## config.mk

```make
export PLATFORM = sky130hd
export DESIGN_NAME = capture_top
export DESIGN_NICKNAME = d
export VERILOG_FILES = /design/src/capture_pkg.sv /design/src/capture_top.sv /design/src/error_monitor.sv /design/src/word_port.sv /design/src/word_packer.sv /design/src/capture_fsm.sv /design/src/sample_fifo.sv
export VERILOG_INCLUDE_DIRS = /design/src /design/src/src
export SDC_FILE = /design/constraint.sdc
export NUM_CORES = 1
export LEC_CHECK = 0
export ABC_AREA = 1
export BUFFER_PORTS_ARGS = -buffer_cell sky130_fd_sc_hd__buf_2
export CAP_MARGIN = 15
export CELL_PAD_IN_SITES_DETAIL_PLACEMENT = 0
export CELL_PAD_IN_SITES_GLOBAL_PLACEMENT = 1
export CORE_MARGIN = 2
export CORE_UTILIZATION = 35
export CTS_CLUSTER_DIAMETER = 30
export DETAILED_ROUTE_END_ITERATION = 8
export GPL_TIMING_DRIVEN = 0
export PLACE_DENSITY_LB_ADDON = 0.1
export SLEW_MARGIN = 25
export SYNTH_ARGS = -nofsm -noshare
export SYNTH_HDL_FRONTEND = slang
export SYNTH_SLANG_ARGS = --single-unit
```

## constraint.sdc

```tcl
create_clock -name adc_sampleclk -period 4.25 [get_ports adc_sampleclk]
set_input_delay 0.85 -clock adc_sampleclk [delete_from_list [all_inputs] [get_ports adc_sampleclk]]
set_output_delay 0.85 -clock adc_sampleclk [all_outputs]
set_load 0.03 [all_outputs]
```

## src/capture_settings.svh

```systemverilog
`ifndef CAPTURE_SETTINGS_SVH
`define CAPTURE_SETTINGS_SVH

// adc sample and output word widths
`define SAMPLE_W     12
`define WORD_W       64

// sample fifo entries, must be a power of two
`define FIFO_DEPTH   64

// count widths
`define PRESAMPLE_W  6
`define COUNT_W      16

// 16 samples of 12 bits fill three 64-bit words exactly
`define PACK_PERIOD  16

`endif
```

## src/capture_pkg.sv

```systemverilog
`default_nettype none

`include "capture_settings.svh"

package capture_pkg;

    typedef enum logic [2:0] {
        ST_IDLE,
        ST_PRESAMP_FILLING,     // writing, fifo below presample count
        ST_PRESAMP_FULL,        // write and discard, waiting for trigger
        ST_TRIGGERED,           // writing post-trigger samples and forwarding
        ST_FLUSH,               // writes stopped, drain fifo and pad with filler
        ST_DONE
    } capture_state_e;

    typedef logic [`SAMPLE_W-1:0] sample_t;
    typedef logic [`WORD_W-1:0]   word_t;
    typedef logic [3:0]           error_stat_t;

    // bit positions in error_stat_t
    localparam int ERR_CLIP     = 0;
    localparam int ERR_PRESAMP  = 1;
    localparam int ERR_FIFO_OVF = 2;
    localparam int ERR_WORD_OVF = 3;

endpackage

`default_nettype wire

```

## src/capture_top.sv

```systemverilog
`default_nettype none

`include "capture_settings.svh"

module capture_top (
    input  wire                         adc_sampleclk,
    input  wire                         reset,
    input  wire                         arm_i,
    input  wire                         trigger_i,
    input  wire                         clear_errors_i,
    input  wire capture_pkg::sample_t   adc_data_i,
    input  wire [`PRESAMPLE_W-1:0]      presample_i,
    input  wire [`COUNT_W-1:0]          total_samples_i,
    output wire capture_pkg::word_t     word_data_o,
    output wire                         word_req_o,
    input  wire                         word_ack_i,
    output wire                         capture_done_o,
    output wire                         armed_o,
    output wire capture_pkg::error_stat_t error_stat_o,
    output wire capture_pkg::error_stat_t first_error_stat_o,
    output wire                         error_flag_o
);
    import capture_pkg::*;

    capture_state_e fsm_state;
    sample_t        fifo_dout;
    word_t          packed_word;
    logic           fifo_wr;
    logic           fifo_rd;
    logic           fifo_empty;
    logic           fifo_full;
    logic           fifo_ovf;
    logic           forward;
    logic           filler;
    logic           packed_valid;
    logic           buf_full;
    logic           port_empty;
    logic           word_ovf;
    logic           clip;
    logic           presamp_err;
    logic           arm_edge;
    logic           packer_idle;

    assign packer_idle = (fsm_state == ST_IDLE);

    capture_fsm U_fsm (
        .adc_sampleclk   (adc_sampleclk),
        .reset           (reset),
        .arm_i           (arm_i),
        .trigger_i       (trigger_i),
        .presample_i     (presample_i),
        .total_samples_i (total_samples_i),
        .fifo_empty      (fifo_empty),
        .fifo_full       (fifo_full),
        .buf_full        (buf_full),
        .port_empty      (port_empty),
        .fifo_wr_o       (fifo_wr),
        .fifo_rd_o       (fifo_rd),
        .forward_o       (forward),
        .filler_o        (filler),
        .presamp_error_o (presamp_err),
        .state_o         (fsm_state),
        .armed_o         (armed_o),
        .capture_done_o  (capture_done_o),
        .arm_edge_o      (arm_edge)
    );

    sample_fifo U_fifo (
        .adc_sampleclk (adc_sampleclk),
        .reset         (reset),
        .wr_i          (fifo_wr),
        .rd_i          (fifo_rd),
        .data_i        (adc_data_i),
        .data_o        (fifo_dout),
        .empty_o       (fifo_empty),
        .full_o        (fifo_full),
        .overflow_o    (fifo_ovf)
    );

    word_packer U_packer (
        .adc_sampleclk (adc_sampleclk),
        .reset         (reset),
        .sample_i      (fifo_dout),
        .take_i        (forward),
        .filler_i      (filler),
        .idle_i        (packer_idle),
        .clip_o        (clip),
        .word_o        (packed_word),
        .word_valid_o  (packed_valid)
    );

    word_port U_port (
        .adc_sampleclk   (adc_sampleclk),
        .reset           (reset),
        .word_i          (packed_word),
        .word_valid_i    (packed_valid),
        .buf_full_o      (buf_full),
        .word_data_o     (word_data_o),
        .word_req_o      (word_req_o),
        .word_ack_i      (word_ack_i),
        .empty_o         (port_empty),
        .word_overflow_o (word_ovf)
    );

    error_monitor U_errors (
        .adc_sampleclk      (adc_sampleclk),
        .reset              (reset),
        .clear_i            (clear_errors_i),
        .arm_edge_i         (arm_edge),
        .clip_i             (clip),
        .presamp_i          (presamp_err),
        .fifo_ovf_i         (fifo_ovf),
        .word_ovf_i         (word_ovf),
        .error_stat_o       (error_stat_o),
        .first_error_stat_o (first_error_stat_o),
        .error_flag_o       (error_flag_o)
    );

endmodule

`default_nettype wire

```

## src/error_monitor.sv

```systemverilog
`default_nettype none

module error_monitor (
    input  wire                      adc_sampleclk,
    input  wire                      reset,
    input  wire                      clear_i,
    input  wire                      arm_edge_i,
    input  wire                      clip_i,
    input  wire                      presamp_i,
    input  wire                      fifo_ovf_i,
    input  wire                      word_ovf_i,
    output capture_pkg::error_stat_t error_stat_o,
    output capture_pkg::error_stat_t first_error_stat_o,
    output logic                     error_flag_o
);
    import capture_pkg::*;

    error_stat_t events;

    always_comb begin
        events               = '0;
        events[ERR_CLIP]     = clip_i;
        events[ERR_PRESAMP]  = presamp_i;
        events[ERR_FIFO_OVF] = fifo_ovf_i;
        events[ERR_WORD_OVF] = word_ovf_i;
    end

    always_ff @(posedge adc_sampleclk) begin
        if (reset || clear_i || arm_edge_i) begin
            error_stat_o       <= '0;
            first_error_stat_o <= '0;
            error_flag_o       <= 1'b0;
        end
        else begin
            error_stat_o <= error_stat_o | events;     // sticky
            if ((events != '0) && !error_flag_o) begin
                first_error_stat_o <= events;          // all bits of the first bad cycle
                error_flag_o       <= 1'b1;
            end
        end
    end

endmodule

`default_nettype wire

```

## src/word_port.sv

```systemverilog
`default_nettype none

module word_port (
    input  wire                 adc_sampleclk,
    input  wire                 reset,
    input  wire capture_pkg::word_t word_i,
    input  wire                 word_valid_i,
    output logic                buf_full_o,
    output capture_pkg::word_t  word_data_o,
    output logic                word_req_o,
    input  wire                 word_ack_i,
    output logic                empty_o,
    output logic                word_overflow_o
);
    import capture_pkg::*;

    word_t      buf_q [2];
    logic       wr_ptr;
    logic       rd_ptr;
    logic [1:0] count;
    logic       push;
    logic       pop;

    assign buf_full_o      = (count == 2'd2);
    assign empty_o         = (count == 2'd0);
    assign push            = word_valid_i && !buf_full_o;
    assign pop             = word_req_o && word_ack_i;     // ack seen, head is done
    assign word_overflow_o = word_valid_i && buf_full_o;
    assign word_data_o     = buf_q[rd_ptr];

    always_ff @(posedge adc_sampleclk) begin
        if (push)
            buf_q[wr_ptr] <= word_i;
    end

    always_ff @(posedge adc_sampleclk) begin
        if (reset) begin
            wr_ptr     <= 1'b0;
            rd_ptr     <= 1'b0;
            count      <= 2'd0;
            word_req_o <= 1'b0;
        end
        else begin
            if (push)
                wr_ptr <= !wr_ptr;
            if (pop)
                rd_ptr <= !rd_ptr;
            count <= count + 2'(push) - 2'(pop);

            // four-phase: next req waits for ack to drop
            if (pop)
                word_req_o <= 1'b0;
            else if (!word_req_o && !word_ack_i && !empty_o)
                word_req_o <= 1'b1;
        end
    end

    a_data_stable: assert property (@(posedge adc_sampleclk) disable iff (reset)
        word_req_o && $past(word_req_o) |-> $stable(word_data_o));

endmodule

`default_nettype wire

```

## src/word_packer.sv

```systemverilog
`default_nettype none

`include "capture_settings.svh"

module word_packer (
    input  wire                   adc_sampleclk,
    input  wire                   reset,
    input  wire capture_pkg::sample_t sample_i,
    input  wire                   take_i,
    input  wire                   filler_i,
    input  wire                   idle_i,
    output logic                  clip_o,
    output capture_pkg::word_t    word_o,
    output logic                  word_valid_o
);
    import capture_pkg::*;

    // word 0: 6 samples, 8 bits left over
    // word 1: 5 samples, 4 bits left over
    // word 2: 5 samples, none left over
    localparam int SHIFT_W = 6 * `SAMPLE_W;

    logic [SHIFT_W-1:0] shifter;
    logic [SHIFT_W-1:0] next_shift;
    logic [1:0]         phase;
    logic [2:0]         taken;          // samples taken into the current word
    logic               shift_en;
    logic               word_end;
    sample_t            din;

    assign shift_en   = take_i || filler_i;
    assign din        = filler_i ? '0 : sample_i;
    assign next_shift = {shifter[SHIFT_W-`SAMPLE_W-1:0], din};
    assign word_end   = (phase == 2'd0) ? (taken == 3'd5) : (taken == 3'd4);

    // adc rails, filler zeros do not count
    assign clip_o = take_i && !filler_i && ((sample_i == '1) || (sample_i == '0));

    always_ff @(posedge adc_sampleclk) begin
        if (shift_en)
            shifter <= next_shift;
        if (shift_en && word_end) begin
            case (phase)
                2'd0:    word_o <= next_shift[71:8];
                2'd1:    word_o <= next_shift[67:4];
                default: word_o <= next_shift[63:0];
            endcase
        end
    end

    always_ff @(posedge adc_sampleclk) begin
        if (reset || idle_i) begin
            phase        <= 2'd0;
            taken        <= 3'd0;
            word_valid_o <= 1'b0;
        end
        else begin
            word_valid_o <= shift_en && word_end;
            if (shift_en) begin
                if (word_end) begin
                    taken <= 3'd0;
                    phase <= (phase == 2'd2) ? 2'd0 : phase + 1'b1;
                end
                else
                    taken <= taken + 1'b1;
            end
        end
    end

endmodule

`default_nettype wire

```

## src/capture_fsm.sv

```systemverilog
`default_nettype none

`include "capture_settings.svh"

module capture_fsm (
    input  wire                    adc_sampleclk,
    input  wire                    reset,
    input  wire                    arm_i,
    input  wire                    trigger_i,
    input  wire [`PRESAMPLE_W-1:0] presample_i,
    input  wire [`COUNT_W-1:0]     total_samples_i,
    input  wire                    fifo_empty,
    input  wire                    fifo_full,
    input  wire                    buf_full,
    input  wire                    port_empty,
    output logic                   fifo_wr_o,
    output logic                   fifo_rd_o,
    output logic                   forward_o,
    output logic                   filler_o,
    output logic                   presamp_error_o,
    output capture_pkg::capture_state_e state_o,
    output logic                   armed_o,
    output logic                   capture_done_o,
    output logic                   arm_edge_o
);
    import capture_pkg::*;

    localparam int PACK_W = $clog2(`PACK_PERIOD);

    capture_state_e      state;
    logic                arm_r;
    logic                trig_r;
    logic                trig_edge;
    logic [`COUNT_W-1:0] kept_cnt;      // samples held or sent, presamples included
    logic [`COUNT_W-1:0] presample_m1;
    logic [`COUNT_W-1:0] total_m1;
    logic [PACK_W-1:0]   pack_cnt;      // packer position within the pack period
    logic                took_r;
    logic                discard;
    logic                last_wr;
    logic                drained;

    assign arm_edge_o      = arm_i && !arm_r && (state == ST_IDLE);
    assign trig_edge       = trigger_i && !trig_r;
    assign presample_m1    = `COUNT_W'(presample_i) - 1'b1;
    assign total_m1        = total_samples_i - 1'b1;
    assign presamp_error_o = trig_edge && (state == ST_PRESAMP_FILLING);
    assign state_o         = state;

    always_comb begin
        fifo_wr_o = 1'b0;
        discard   = 1'b0;
        case (state)
            ST_PRESAMP_FILLING: fifo_wr_o = 1'b1;
            ST_PRESAMP_FULL: begin
                // keep the fifo at presample_i entries, trigger sample is kept
                fifo_wr_o = (presample_i != '0) || trig_edge;
                discard   = (presample_i != '0) && !trig_edge;
            end
            ST_TRIGGERED:       fifo_wr_o = 1'b1;
            default:            ;
        endcase
    end

    // back-pressure from the word buffer stalls forwarding and filler
    assign forward_o = ((state == ST_TRIGGERED) || (state == ST_FLUSH)) &&
                       !fifo_empty && !buf_full;
    assign filler_o  = (state == ST_FLUSH) && fifo_empty && (pack_cnt != '0) && !buf_full;
    assign fifo_rd_o = discard || forward_o || filler_o;

    assign last_wr = fifo_wr_o && (kept_cnt == total_m1) &&
                     ((state == ST_TRIGGERED) || trig_edge);

    // last word has left the packer and the word buffer
    assign drained = fifo_empty && (pack_cnt == '0) && !fifo_rd_o && !took_r && port_empty;

    always_ff @(posedge adc_sampleclk) begin
        if (reset) begin
            state          <= ST_IDLE;
            arm_r          <= 1'b0;
            trig_r         <= 1'b0;
            kept_cnt       <= '0;
            pack_cnt       <= '0;
            took_r         <= 1'b0;
            armed_o        <= 1'b0;
            capture_done_o <= 1'b0;
        end
        else begin
            arm_r  <= arm_i;
            trig_r <= trigger_i;
            took_r <= fifo_rd_o;

            if (fifo_wr_o && !discard)
                kept_cnt <= kept_cnt + 1'b1;
            if (forward_o || filler_o)
                pack_cnt <= (pack_cnt == PACK_W'(`PACK_PERIOD - 1)) ? '0 : pack_cnt + 1'b1;

            case (state)
                ST_IDLE: begin
                    if (arm_edge_o) begin
                        kept_cnt       <= '0;
                        pack_cnt       <= '0;
                        armed_o        <= 1'b1;
                        capture_done_o <= 1'b0;
                        state <= (presample_i != '0) ? ST_PRESAMP_FILLING : ST_PRESAMP_FULL;
                    end
                end
                ST_PRESAMP_FILLING: begin
                    if (trig_edge)                      // early trigger, fewer presamples
                        state <= last_wr ? ST_FLUSH : ST_TRIGGERED;
                    else if (kept_cnt == presample_m1)
                        state <= ST_PRESAMP_FULL;
                end
                ST_PRESAMP_FULL: begin
                    if (trig_edge)
                        state <= last_wr ? ST_FLUSH : ST_TRIGGERED;
                end
                ST_TRIGGERED: begin
                    if (last_wr)
                        state <= ST_FLUSH;
                end
                ST_FLUSH: begin
                    if (drained)
                        state <= ST_DONE;
                end
                ST_DONE: begin
                    capture_done_o <= 1'b1;     // held until the next arm
                    armed_o        <= 1'b0;
                    state          <= ST_IDLE;
                end
                default: state <= ST_IDLE;
            endcase
        end
    end

    // only filler reads may hit an empty fifo
    a_rd_empty_filler: assert property (@(posedge adc_sampleclk) disable iff (reset)
        fifo_rd_o && fifo_empty |-> filler_o);

endmodule

`default_nettype wire

```

## src/sample_fifo.sv

```systemverilog
`default_nettype none

`include "capture_settings.svh"

module sample_fifo (
    input  wire                   adc_sampleclk,
    input  wire                   reset,
    input  wire                   wr_i,
    input  wire                   rd_i,
    input  wire capture_pkg::sample_t data_i,
    output capture_pkg::sample_t  data_o,
    output logic                  empty_o,
    output logic                  full_o,
    output logic                  overflow_o
);
    import capture_pkg::*;

    localparam int AW = $clog2(`FIFO_DEPTH);

    sample_t       mem [`FIFO_DEPTH];
    logic [AW-1:0] wr_ptr;
    logic [AW-1:0] rd_ptr;
    logic [AW:0]   count;
    logic          do_wr;
    logic          do_rd;

    assign empty_o    = (count == '0);
    assign full_o     = (count == `FIFO_DEPTH);
    assign do_wr      = wr_i && !full_o;
    assign do_rd      = rd_i && !empty_o;
    assign overflow_o = wr_i && full_o;     // write is dropped
    assign data_o     = mem[rd_ptr];        // first word fall-through

    always_ff @(posedge adc_sampleclk) begin
        if (do_wr)
            mem[wr_ptr] <= data_i;
    end

    always_ff @(posedge adc_sampleclk) begin
        if (reset) begin
            wr_ptr <= '0;
            rd_ptr <= '0;
            count  <= '0;
        end
        else begin
            if (do_wr)
                wr_ptr <= wr_ptr + 1'b1;    // wraps, depth is a power of two
            if (do_rd)
                rd_ptr <= rd_ptr + 1'b1;
            case ({do_wr, do_rd})
                2'b10:   count <= count + 1'b1;
                2'b01:   count <= count - 1'b1;
                default: ;
            endcase
        end
    end

endmodule

`default_nettype wire

```

# Word-level counts from Yosys, hierarchy flattened
# Memory sizes are Yosys's and may differ from the RTL's. A register that Yosys moved wholly into a read port is not among the register bits.
# Index checks and enable logic that the tools add are counted.
# word_totals
register_bits	191
latchBits	0
ram_bits	896
rom_bits	0
output_inout_bits	76
wordCells	167
memories	2
# op_classes
add_sub_neg	12
mul	0
div_mod_pow	0
magnitude_cmp	0
eq_ne	22
n_shift	0
muxes	36
n_bitwise	1
reduce_logical	71
# mem_list
name	words	word_bits	rd	rd_ports_with_merged_regs	write_ports	line_no	text
U_fifo.mem	64	12	1	1	1	sample_fifo.sv:20	sample_t mem [`FIFO_DEPTH];
U_port.buf_q	2	64	1	1	1	word_port.sv:17	word_t buf_q [2];
# ops
cell	n
$pmux 64 s2	1
$mux 16	3
$eq 16x16->1	2
$logic_and 1x1->1	29
$mux 3	8
$add 16x1->16 const B	1
$logic_not 1->1	16
$mux 4	4
$sub 16x1->16 const B	1
$pmux 3 s5	1
$pmux 7 s2	1
$add 6x1->6 const B	2
$eq 12x12->1 const B	1
$eq 3x3->1 const B	4
$logic_not 12->1	1
$mux 12	1
$mux 6	2
$logic_or 1x1->1	10
$mux 1	10
$ne 2x1->1 const B	4
$reduce_bool 4->1	2
$add 7x1->7 const B	1
$eq 7x7->1 const B	1
$logic_not 7->1	1
other kinds (24)	35

# Logic depth before layout (Yosys ltp)
# Gate-level depths: netlist of run 1.
# logic_depth
depth_word	13
depth_mapped	23

# Cells and area by module
# A second synthesis of run 1 with hierarchy kept.
# hier_totals
hier_cells	4012
area_unflattened_um2	46245.6
# by_module_without_submodules
module	n_inst	cells_each	area_each_um2	seq_area_each_um2
sample_fifo	1	2831	32713.9	23562.6
word_packer	1	432	5341.4	3843.7
word_port	1	237	5185.0	3963.8
capture_fsm	1	470	2652.5	560.5
error_monitor	1	38	335.3	180.2
capture_top	1	4	17.5	0.0

# Worst setup path after synthesis of run 1
# No wires, ideal clock.
# synth_timing
path_type	reg-to-reg
start	register U_port.count[1]
end	memory U_port.buf_q[1][0] (netlist bit), enable pin
setup_ns	0.488
arrival_ns	3.344
required_time_ns	3.762
slack_ns	0.419
stages_incl_launch_ff	6
path_buffers	0
period_less_slack_ns	3.831
path_cell_list	dfxtp_1 -> inv_1 -> nor2_1 -> nor2_1 -> inv_1 -> nor2_1
# synth_via
elab_chain_cells	5
# synth_lines
item	line_no	text
from (decl)	word_port.sv:20	logic [1:0] count;
from (signal assigned)	word_port.sv:48	count <= count + 2'(push) - 2'(pop);
$eq 2x2->1	word_port.sv:24	assign buf_full_o = (count == 2'd2);
$logic_not 1->1	word_port.sv:26	assign push = word_valid_i && !buf_full_o;
$logic_and 1x1->1	word_port.sv:26	
named net U_port.push	word_port.sv:21	logic push;
$mux 1	word_port.sv:32	if (push)
$mux 1 (implied by the code)	word_port.sv:33	buf_q[wr_ptr] <= word_i;
to (decl)	word_port.sv:17	
# The timed path passes the listed nets, and every way through them passes these cells.

# Final worst setup path of run 1
# layout_timing
start	register U_fsm.state[2], in the netlist U_fsm.state_o[2]
end	memory U_fifo.mem[27][5] (netlist bit), enable pin
# layout_via
elab_chain_cells	6
# layout_lines
item	line_no	text
from (decl)	capture_fsm.sv:30	capture_state_e state;
from (signal assigned)	capture_fsm.sv:105	state <= (presample_i != '0) ? ST_PRESAMP_FILLING : ST_PRESAMP_FULL;
from (signal assigned)	capture_fsm.sv:110	state <= last_wr ? ST_FLUSH : ST_TRIGGERED;
from (signal assigned)	capture_fsm.sv:116	state <= last_wr ? ST_FLUSH : ST_TRIGGERED;
$eq 3x2->1 / $eq 3x1->1 (equally long branches)	capture_fsm.sv:53	case (state)
$reduce_or 2->1 (no source line)	n/a	
$pmux 1 s2 (*)	capture_fsm.sv:53	
$logic_and 1x1->1 (*)	sample_fifo.sv:29	assign do_wr = wr_i && !full_o;
$mux 1 (*)	sample_fifo.sv:35	if (do_wr)
$mux 1 (implied by the code) (*)	sample_fifo.sv:36	mem[wr_ptr] <= data_i;
to (decl)	sample_fifo.sv:20	
# Mark *: on every way between the ends. The rest lies on a longest branch, timed or not.

==> impl_metrics.json, run 1 <==
{
  "status": "finished clean",
  "grt_max_degree": 65,
  "syn_to_final_growth_pct": 32.1,
  "die_h_um": 362,
  "hpwl_um": 117000,
  "track_usage_pct": 26.1,
  "ir_drop_mv": 0.406,
  "die_area_um2": 131000,
  "synth_seq_area_share_pct": 71.5,
  "synthCells": 3768,
  "drv_cap": 0,
  "synth_simple_gate_area_share_pct": 19.2,
  "finalMaxSlewViolations": 0,
  "grt_pass1_wl_um": 239000,
  "synth_cell_types": 48,
  "syn_area_um2": 44900,
  "layout_worst_path_cycle_share_pct": 94.7,
  "synth_xor_area_share_pct": 0.761,
  "required_ps": 4820,
  "core_area_um2": 127000,
  "synth_edf_count": 1020,
  "synth.area.mux_share_pct": 1.61,
  "synth_top_flop_cell": "edfxtp_1",
  "cts_buffer_depth": 4,
  "tightest_slew_ps": 1110,
  "yosys-top-cells-area": "edfxtp_1 (68%), nand2_1 (9.4%), nand3_1 (7.5%), dfxtp_1 (3.3%), mux2_2 (1.6%)",
  "yosys.area.top_type_share_pct": 68.2,
  "drtAntennaViolNets": 0,
  "fin_crit_ps": 4030,
  "synthesis.area_per_instance_um2": 11.9,
  "initial_core_util_pct": 35.2,
  "grt_setup_unrepaired": "yes",
  "clock_latency_ps": 880,
  "cts_buffers": 283,
  "grt_remaining_overflow": 0,
  "grt_pass1_vias": 31274,
  "startpoint_type": "flip-flop",
  "cp.arrival_ps": 4590,
  "ctsHoldBuffers": 0,
  "powerDensity_nw_per_um2": 658,
  "cts_tree": "done",
  "wl_met3_um": 13200,
  "synth-compound-area-share_pct": 2.66,
  "pre_cts_ws_ps": -979,
  "ys.warnings.count": 0,
  "setup_violations": 0,
  "wire_per_inst_um": 28.0,
  "dieWidth_um": 362,
  "top_layer": "met5",
  "wl_um": 171000,
  "clkTransAtPathRegs_ps": 40,
  "clock_skew_ps": 46.1,
  "place.gp.congestion": 0.865,
  "slew_headroom_pct": 26.3,
  "clockRootBuffer": "clkbuf_16",
  "leakage_nw": 21.8,
  "synth_top_family_by_area": "simple AND/OR/NAND/NOR gates",
  "drt-initial-drc-count": 3517,
  "portBuffers": 115,
  "vias": 32337,
  "synth_seq_cells": 1094,
  "synth_area_leader_cell": "edfxtp_1",
  "timing.reg2reg.setup_slack_ps": 220,
  "wl_met1_um": 74200,
  "synth_fp_nets": 3825,
  "drive_above_1_share_pct": 20.3,
  "post-route-util_pct": 46.6,
  "dr.pass1.iters": 5,
  "critPathMaxFanout": 8,
  "io_pins": 116,
  "cts.sinks": 1094,
  "drc": 0,
  "hold_violations": 0,
  "clock.fmax_mhz": 248,
  "layout.nets": 4306,
  "synthAdderAreaFrac_pct": 0.491,
  "hold_path_class": "in2reg",
  "dr_wl_met2_um": 78900,
  "critPathKind": "reg2reg",
  "viasPerCell": 5.28,
  "p_total_w": 0.0390,
  "endpoint_kind": "flip-flop",
  "async_flop_share_pct": 0,
  "rows": 131,
  "antenna_found_initial": 5,
  "layout_setup_ws_ps": 224,
  "ctsHtreeMaxLevel": 5
}
[routing by layer]
layer	vias up	global-route usage, %
li1	14395	-
met1	16215	36.6
met2	1415	40.9
met3	308	4.72
met4	4	8.78
met5	-	0
[worst max-delay path: stages (launching register included)]
cell      delay, ps
dfxtp_1         300
buf_6           130
nor3_2          290
a21oi_2         180
nor2_1          390
clkinv_1        350
nor2_1          290
nand3_1         740
nor2_4          810
buf_16          220
[synthesized netlist by cell type (27+ instances only)]
library cell / number
edfxtp_1: 1020
nand2_1: 1125
xor2_1: 27
o21ai_0: 64
inv_1: 132
nor2_1: 162
a21oi_1: 45
clkbuf_1: 48
nand3_1: 671
dfxtp_1: 74
mux2_2: 64
o221ai_1: 30
buf_2: 93
[cells in the final DEF (no fill, tap or decap), types with 13 or more instances in the layout]
master	n
a22oi_1	20
clkbuf_16	293
o221ai_1	30
inv_1	129
dfxtp_1	74
clkinv_2	32
nor2_4	67
nand3_1	671
buf_2	196
buf_6	25
o211ai_1	13
xor2_1	27
nor2_1	98
edfxtp_1	1020
buf_4	44
clkinv_1	48
nor3_1	14
clkinvlp_4	22
o21ai_0	63
ha_1	15
clkbuf_1	95
bufinv_16	35
nand2_1	1125
mux2_2	64
buf_16	59
a21oi_1	45
[state kept, by name, summed over array words and instances, names as in the netlist, 2 cells and up, named ones only]
name                         flops
U_fifo.mem                     768
U_port.buf_q                   128
U_packer.word_o                 64
U_packer.shifter                60
U_fsm.kept_cnt                  16
U_fifo.count                     7
U_fifo.rd_ptr                    6
U_fifo.wr_ptr                    6
U_errors.error_stat_o            4
U_errors.first_error_stat_o      4
U_fsm.pack_cnt                   4
U_fsm.state_o                    3
U_packer.taken                   3
U_packer.phase                   2
U_port.count                     2
[path summary, 6_finish.rpt]
check / startpoint / end / depth (start not counted)
worst min register to register: U_packer.word_o[33] / U_port.buf_q[1][33] / 0
worst min-delay path: word_ack_i / U_port.word_req_o / 2
worst max register to register: U_fsm.state_o[2] / U_fifo.mem[27][5] / 9
worst max-delay path: U_fsm.state_o[2] / U_fifo.mem[27][5] / 9
[report_power, final]
group          internal, W  total, W  switching [W]  leakage (nW)
sequential          0.0121    0.0122       0.000124          9.77
clock               0.0146    0.0208        0.00621          4.45
combinational      0.00156   0.00605        0.00449          7.55
[stage by stage]
step,TNS [ps],instance area [um^2],hold slack [ps],cells
floorplan,0,44900,421,3768
finish,0,59300,167,6119
CTS,0,59200,112,6113
global placement,-942770,47500,424,5545
global route,-58.4,59300,159,6117
detailed placement,-65910,49900,430,5620
[final cells by class]
type | instances | area (um^2)
Fill cell | 11471 | 68100
Sequential cell | 1094 | 32100
Multi-Input combinational cell | 2335 | 11600
Clock buffer | 345 | 7570
Timing Repair Buffer | 196 | 2540
Tap cell | 1662 | 2080
Clock inverter | 146 | 1660
Buffer | 198 | 1150
Inverter | 141 | 538
Antenna cell | 2 | 5.00
[logic make-up (layout without fill, tap and decap cells)]
group                    after synthesis  count (layout)
AND/OR/NAND/NOR                     2024            2024
flip-flops                          1094            1094
buffers and inverters                339            1026
AO/OA/AOI/OAI                        191             191
multiplexers                          64              64
XOR/XNOR                              39              39
adder cells (fa/ha/maj)               17              17
other                                  0               2
[repair_timing]
| item | in CTS | in global routing |
|---|---|---|
| pin swaps | 0 | 3 |
| gates resized for setup | 8 | 5 |
| endpoints found under the setup margin | 6 | 7 |
| cloned | 1 | 0 |
| endpoints found under the hold margin | 0 | 0 |
| setup buffers | 1 | 4 |
Power figures use the tool's default switching activity.
==> run 2: changes to the inputs <==
==> constraint.sdc (replaced) <==
create_clock -name adc_sampleclk -period 3.65 [get_ports adc_sampleclk]
set_input_delay 0.73 -clock adc_sampleclk [delete_from_list [all_inputs] [get_ports adc_sampleclk]]
set_output_delay 0.73 -clock adc_sampleclk [all_outputs]
set_load 0.03 [all_outputs]
==> run 2 against run 1 <==
Sequential cell count unchanged. Critical path depth grew 6. Clock skew up 7.1 ps. Clock-buffer cell count fell by 4. Wire length fell by 0.23%. Cell count grew 0.16%. Non-clock buffer count rose by 24. Sequential share of layout area barely moved. Clock power is 12% higher. Sequential power is 16% higher. Critical path type unchanged.
==> impl_metrics.json, run 2 (same netlist as run 1, synthesis figures left out) <==
{
  "status": "finished clean",
  "io_pins": 116,
  "cpPeakStageDelay_ps": 740,
  "slowest_stage": "clkbuf_1",
  "cts.sinks": 1094,
  "antenna_found_initial": 3,
  "grt_remaining_overflow": 0,
  "vias": 32017,
  "core_area_um2": 127000,
  "rr_endpoint": "U_errors.first_error_stat_o[3]",
  "crit_family": "simple AND/OR/NAND/NOR gates",
  "biggestRegsByFlops": "U_fifo.mem (768), U_port.buf_q (128), U_packer.word_o (64)",
  "layout_worst_path_cycle_share_pct": 94.7,
  "ir_drop_mv": 0.573,
  "clock_latency_ps": 880,
  "tightest_slew_ps": 1040,
  "clock.fmax_mhz": 289,
  "hpwl_um": 117000,
  "largest_register_ffs": 768,
  "die_h_um": 362,
  "clkTransAtPathRegs_ps": 40,
  "track_usage_pct": 26.0,
  "pre_cts_ws_ps": -1480,
  "setup_violations": 0,
  "cts_tree": "done",
  "layout_setup_ws_ps": 195,
  "place.gp.congestion": 0.852,
  "p_total_w": 0.0446,
  "mostFrequentLayoutCells": "nand2_1 (1124), edfxtp_1 (1020), nand3_1 (664)",
  "cts_buffer_depth": 4,
  "design_area_um2": 59300,
  "syn_to_final_growth_pct": 32.2,
  "crit_buf_inv": 2,
  "required_ps": 4400,
  "grt_max_degree": 65,
  "layout.nets": 4329,
  "finalMaxSlewViolations": 0,
  "dr.pass1.iters": 6,
  "dpl_cell_area_um2": 49900,
  "grt_pass1_vias": 31123,
  "drive_above_1_share_pct": 21.2,
  "powerDensity_nw_per_um2": 751,
  "grt_setup_unrepaired": "no",
  "clockRootBuffer": "clkbuf_16",
  "top_register": "U_fifo.mem",
  "fin_crit_ps": 3450,
  "slew_headroom_pct": 30.6,
  "die_area_um2": 131000,
  "drc": 0,
  "rows": 131,
  "crit_top_cell": "nand2_1",
  "drtAntennaViolNets": 0,
  "critPathKind": "reg2reg",
  "initial_core_util_pct": 35.2,
  "crit_chain": "clkbuf_1 > buf_2 > nand2_1 > nand3_1 > nand3_1 > nand2_1 > nand2_1 > nor2_1 > nand3_1 > nand2_2 > nand2_1 > nand2_2 > nand2_2 > nand2_1 > a21oi_2",
  "viasPerCell": 5.22,
  "dieWidth_um": 362,
  "portBuffers": 115,
  "clock_skew_ps": 53.2,
  "endpoint_kind": "flip-flop",
  "whs_path_depth": 3,
  "drv_cap": 0,
  "fillCellCount": 11472,
  "hold_path_class": "in2reg",
  "timing.reg2reg.setup_slack_ps": 200,
  "reg2reg_depth": 15,
  "final_common_cell": "nand2_1",
  "leakage_nw": 21.8,
  "cp.arrival_ps": 4200,
  "post-route-util_pct": 46.6,
  "critPathMaxFanout": 10,
  "ctsHtreeMaxLevel": 5,
  "cp.depth": 15,
  "cts_buffers": 282,
  "tns_ps": 0,
  "grt_pass1_wl_um": 238000,
  "drt-initial-drc-count": 3000,
  "wire_per_inst_um": 27.9,
  "wl_um": 171000,
  "startpoint_type": "flip-flop",
  "hold_violations": 0,
  "cp-endpoint": "U_errors.first_error_stat_o[3]"
}
## run 2: changes by cell type in the layout (fill, tap and decap cells not counted), sizes merged
cell / previous run / this run
buf: 345 / 350
inv: 140 / 145
clkinv: 90 / 92
clkbuf: 393 / 404
dlygate4sd3: 0 / 1
bufinv: 35 / 24
clkinvlp: 22 / 16
bufbuf: 1 / 2
clkdlybuf4s15: 0 / 2
## run 2: cell type report
cell class,count,area (um^2),area share (%)
Multi-Input combinational cell,2335,11700,19.8
Clock inverter,136,1350,2.27
Inverter,141,539,0.909
Antenna cell,2,5.00,0.00844
Clock buffer,341,7480,12.6
Sequential cell,1094,32100,54.1
Buffer,197,1210,2.04
Tap cell,1662,2080,3.50
Timing Repair Buffer,221,2820,4.76
## run 2: through the flow
stage | instances | hold slack (ps)
finish | 6129 | 88.3
global route | 6127 | 92.7
CTS | 6107 | 35.3
detailed placement | 5621 | 431
global placement | 5545 | 425
floorplan | 3768 | 421
## run 2: where the power goes
group	switching [W]	internal (W)	total [W]
registers	0.000148	0.0141	0.0142
clock network	0.00714	0.0160	0.0232
logic	0.00527	0.00194	0.00721
total	0.0126	0.0320	0.0446
## run 2: worst register-to-register path: stages (launching register included)
cell and delay [ps]:
dfxtp_1 470, clkbuf_1 750, buf_2 480, nand2_1 170
nand3_1 140, nand3_1 180, nand2_1 160, nand2_1 60
nor2_1 120, nand3_1 110, nand2_2 230, nand2_1 150
nand2_2 110, nand2_2 80, nand2_1 80, a21oi_2 50
## run 2: how the worst min path moves through the flow
stage	start	endpoint
final	trigger_i	U_fsm.trig_r
after global routing	arm_i	U_fsm.arm_r
after CTS	trigger_i	U_fsm.trig_r
after detailed placement	U_packer.word_o[48]	U_port.buf_q[1][48]
after global placement	U_packer.word_o[32]	U_port.buf_q[0][32]
after floorplan	U_packer.word_o[0]	U_port.buf_q[0][0]
## run 2: layer usage
layer	wire length (um)	track usage [%]
met1	75600	36.0
met2	78900	41.0
met3	12100	5.65
met4	4440	7.50
met5	0	0
## run 2: timing repair
item                                    4_1_cts  5_1_grt
setup buffers                                 7       20
endpoints found under the setup margin      308      306
hold buffers                                  1        0
pin swaps                                     7       16
gates cloned                                  2        0
endpoints found under the hold margin         1        0
resized for setup                            20       48
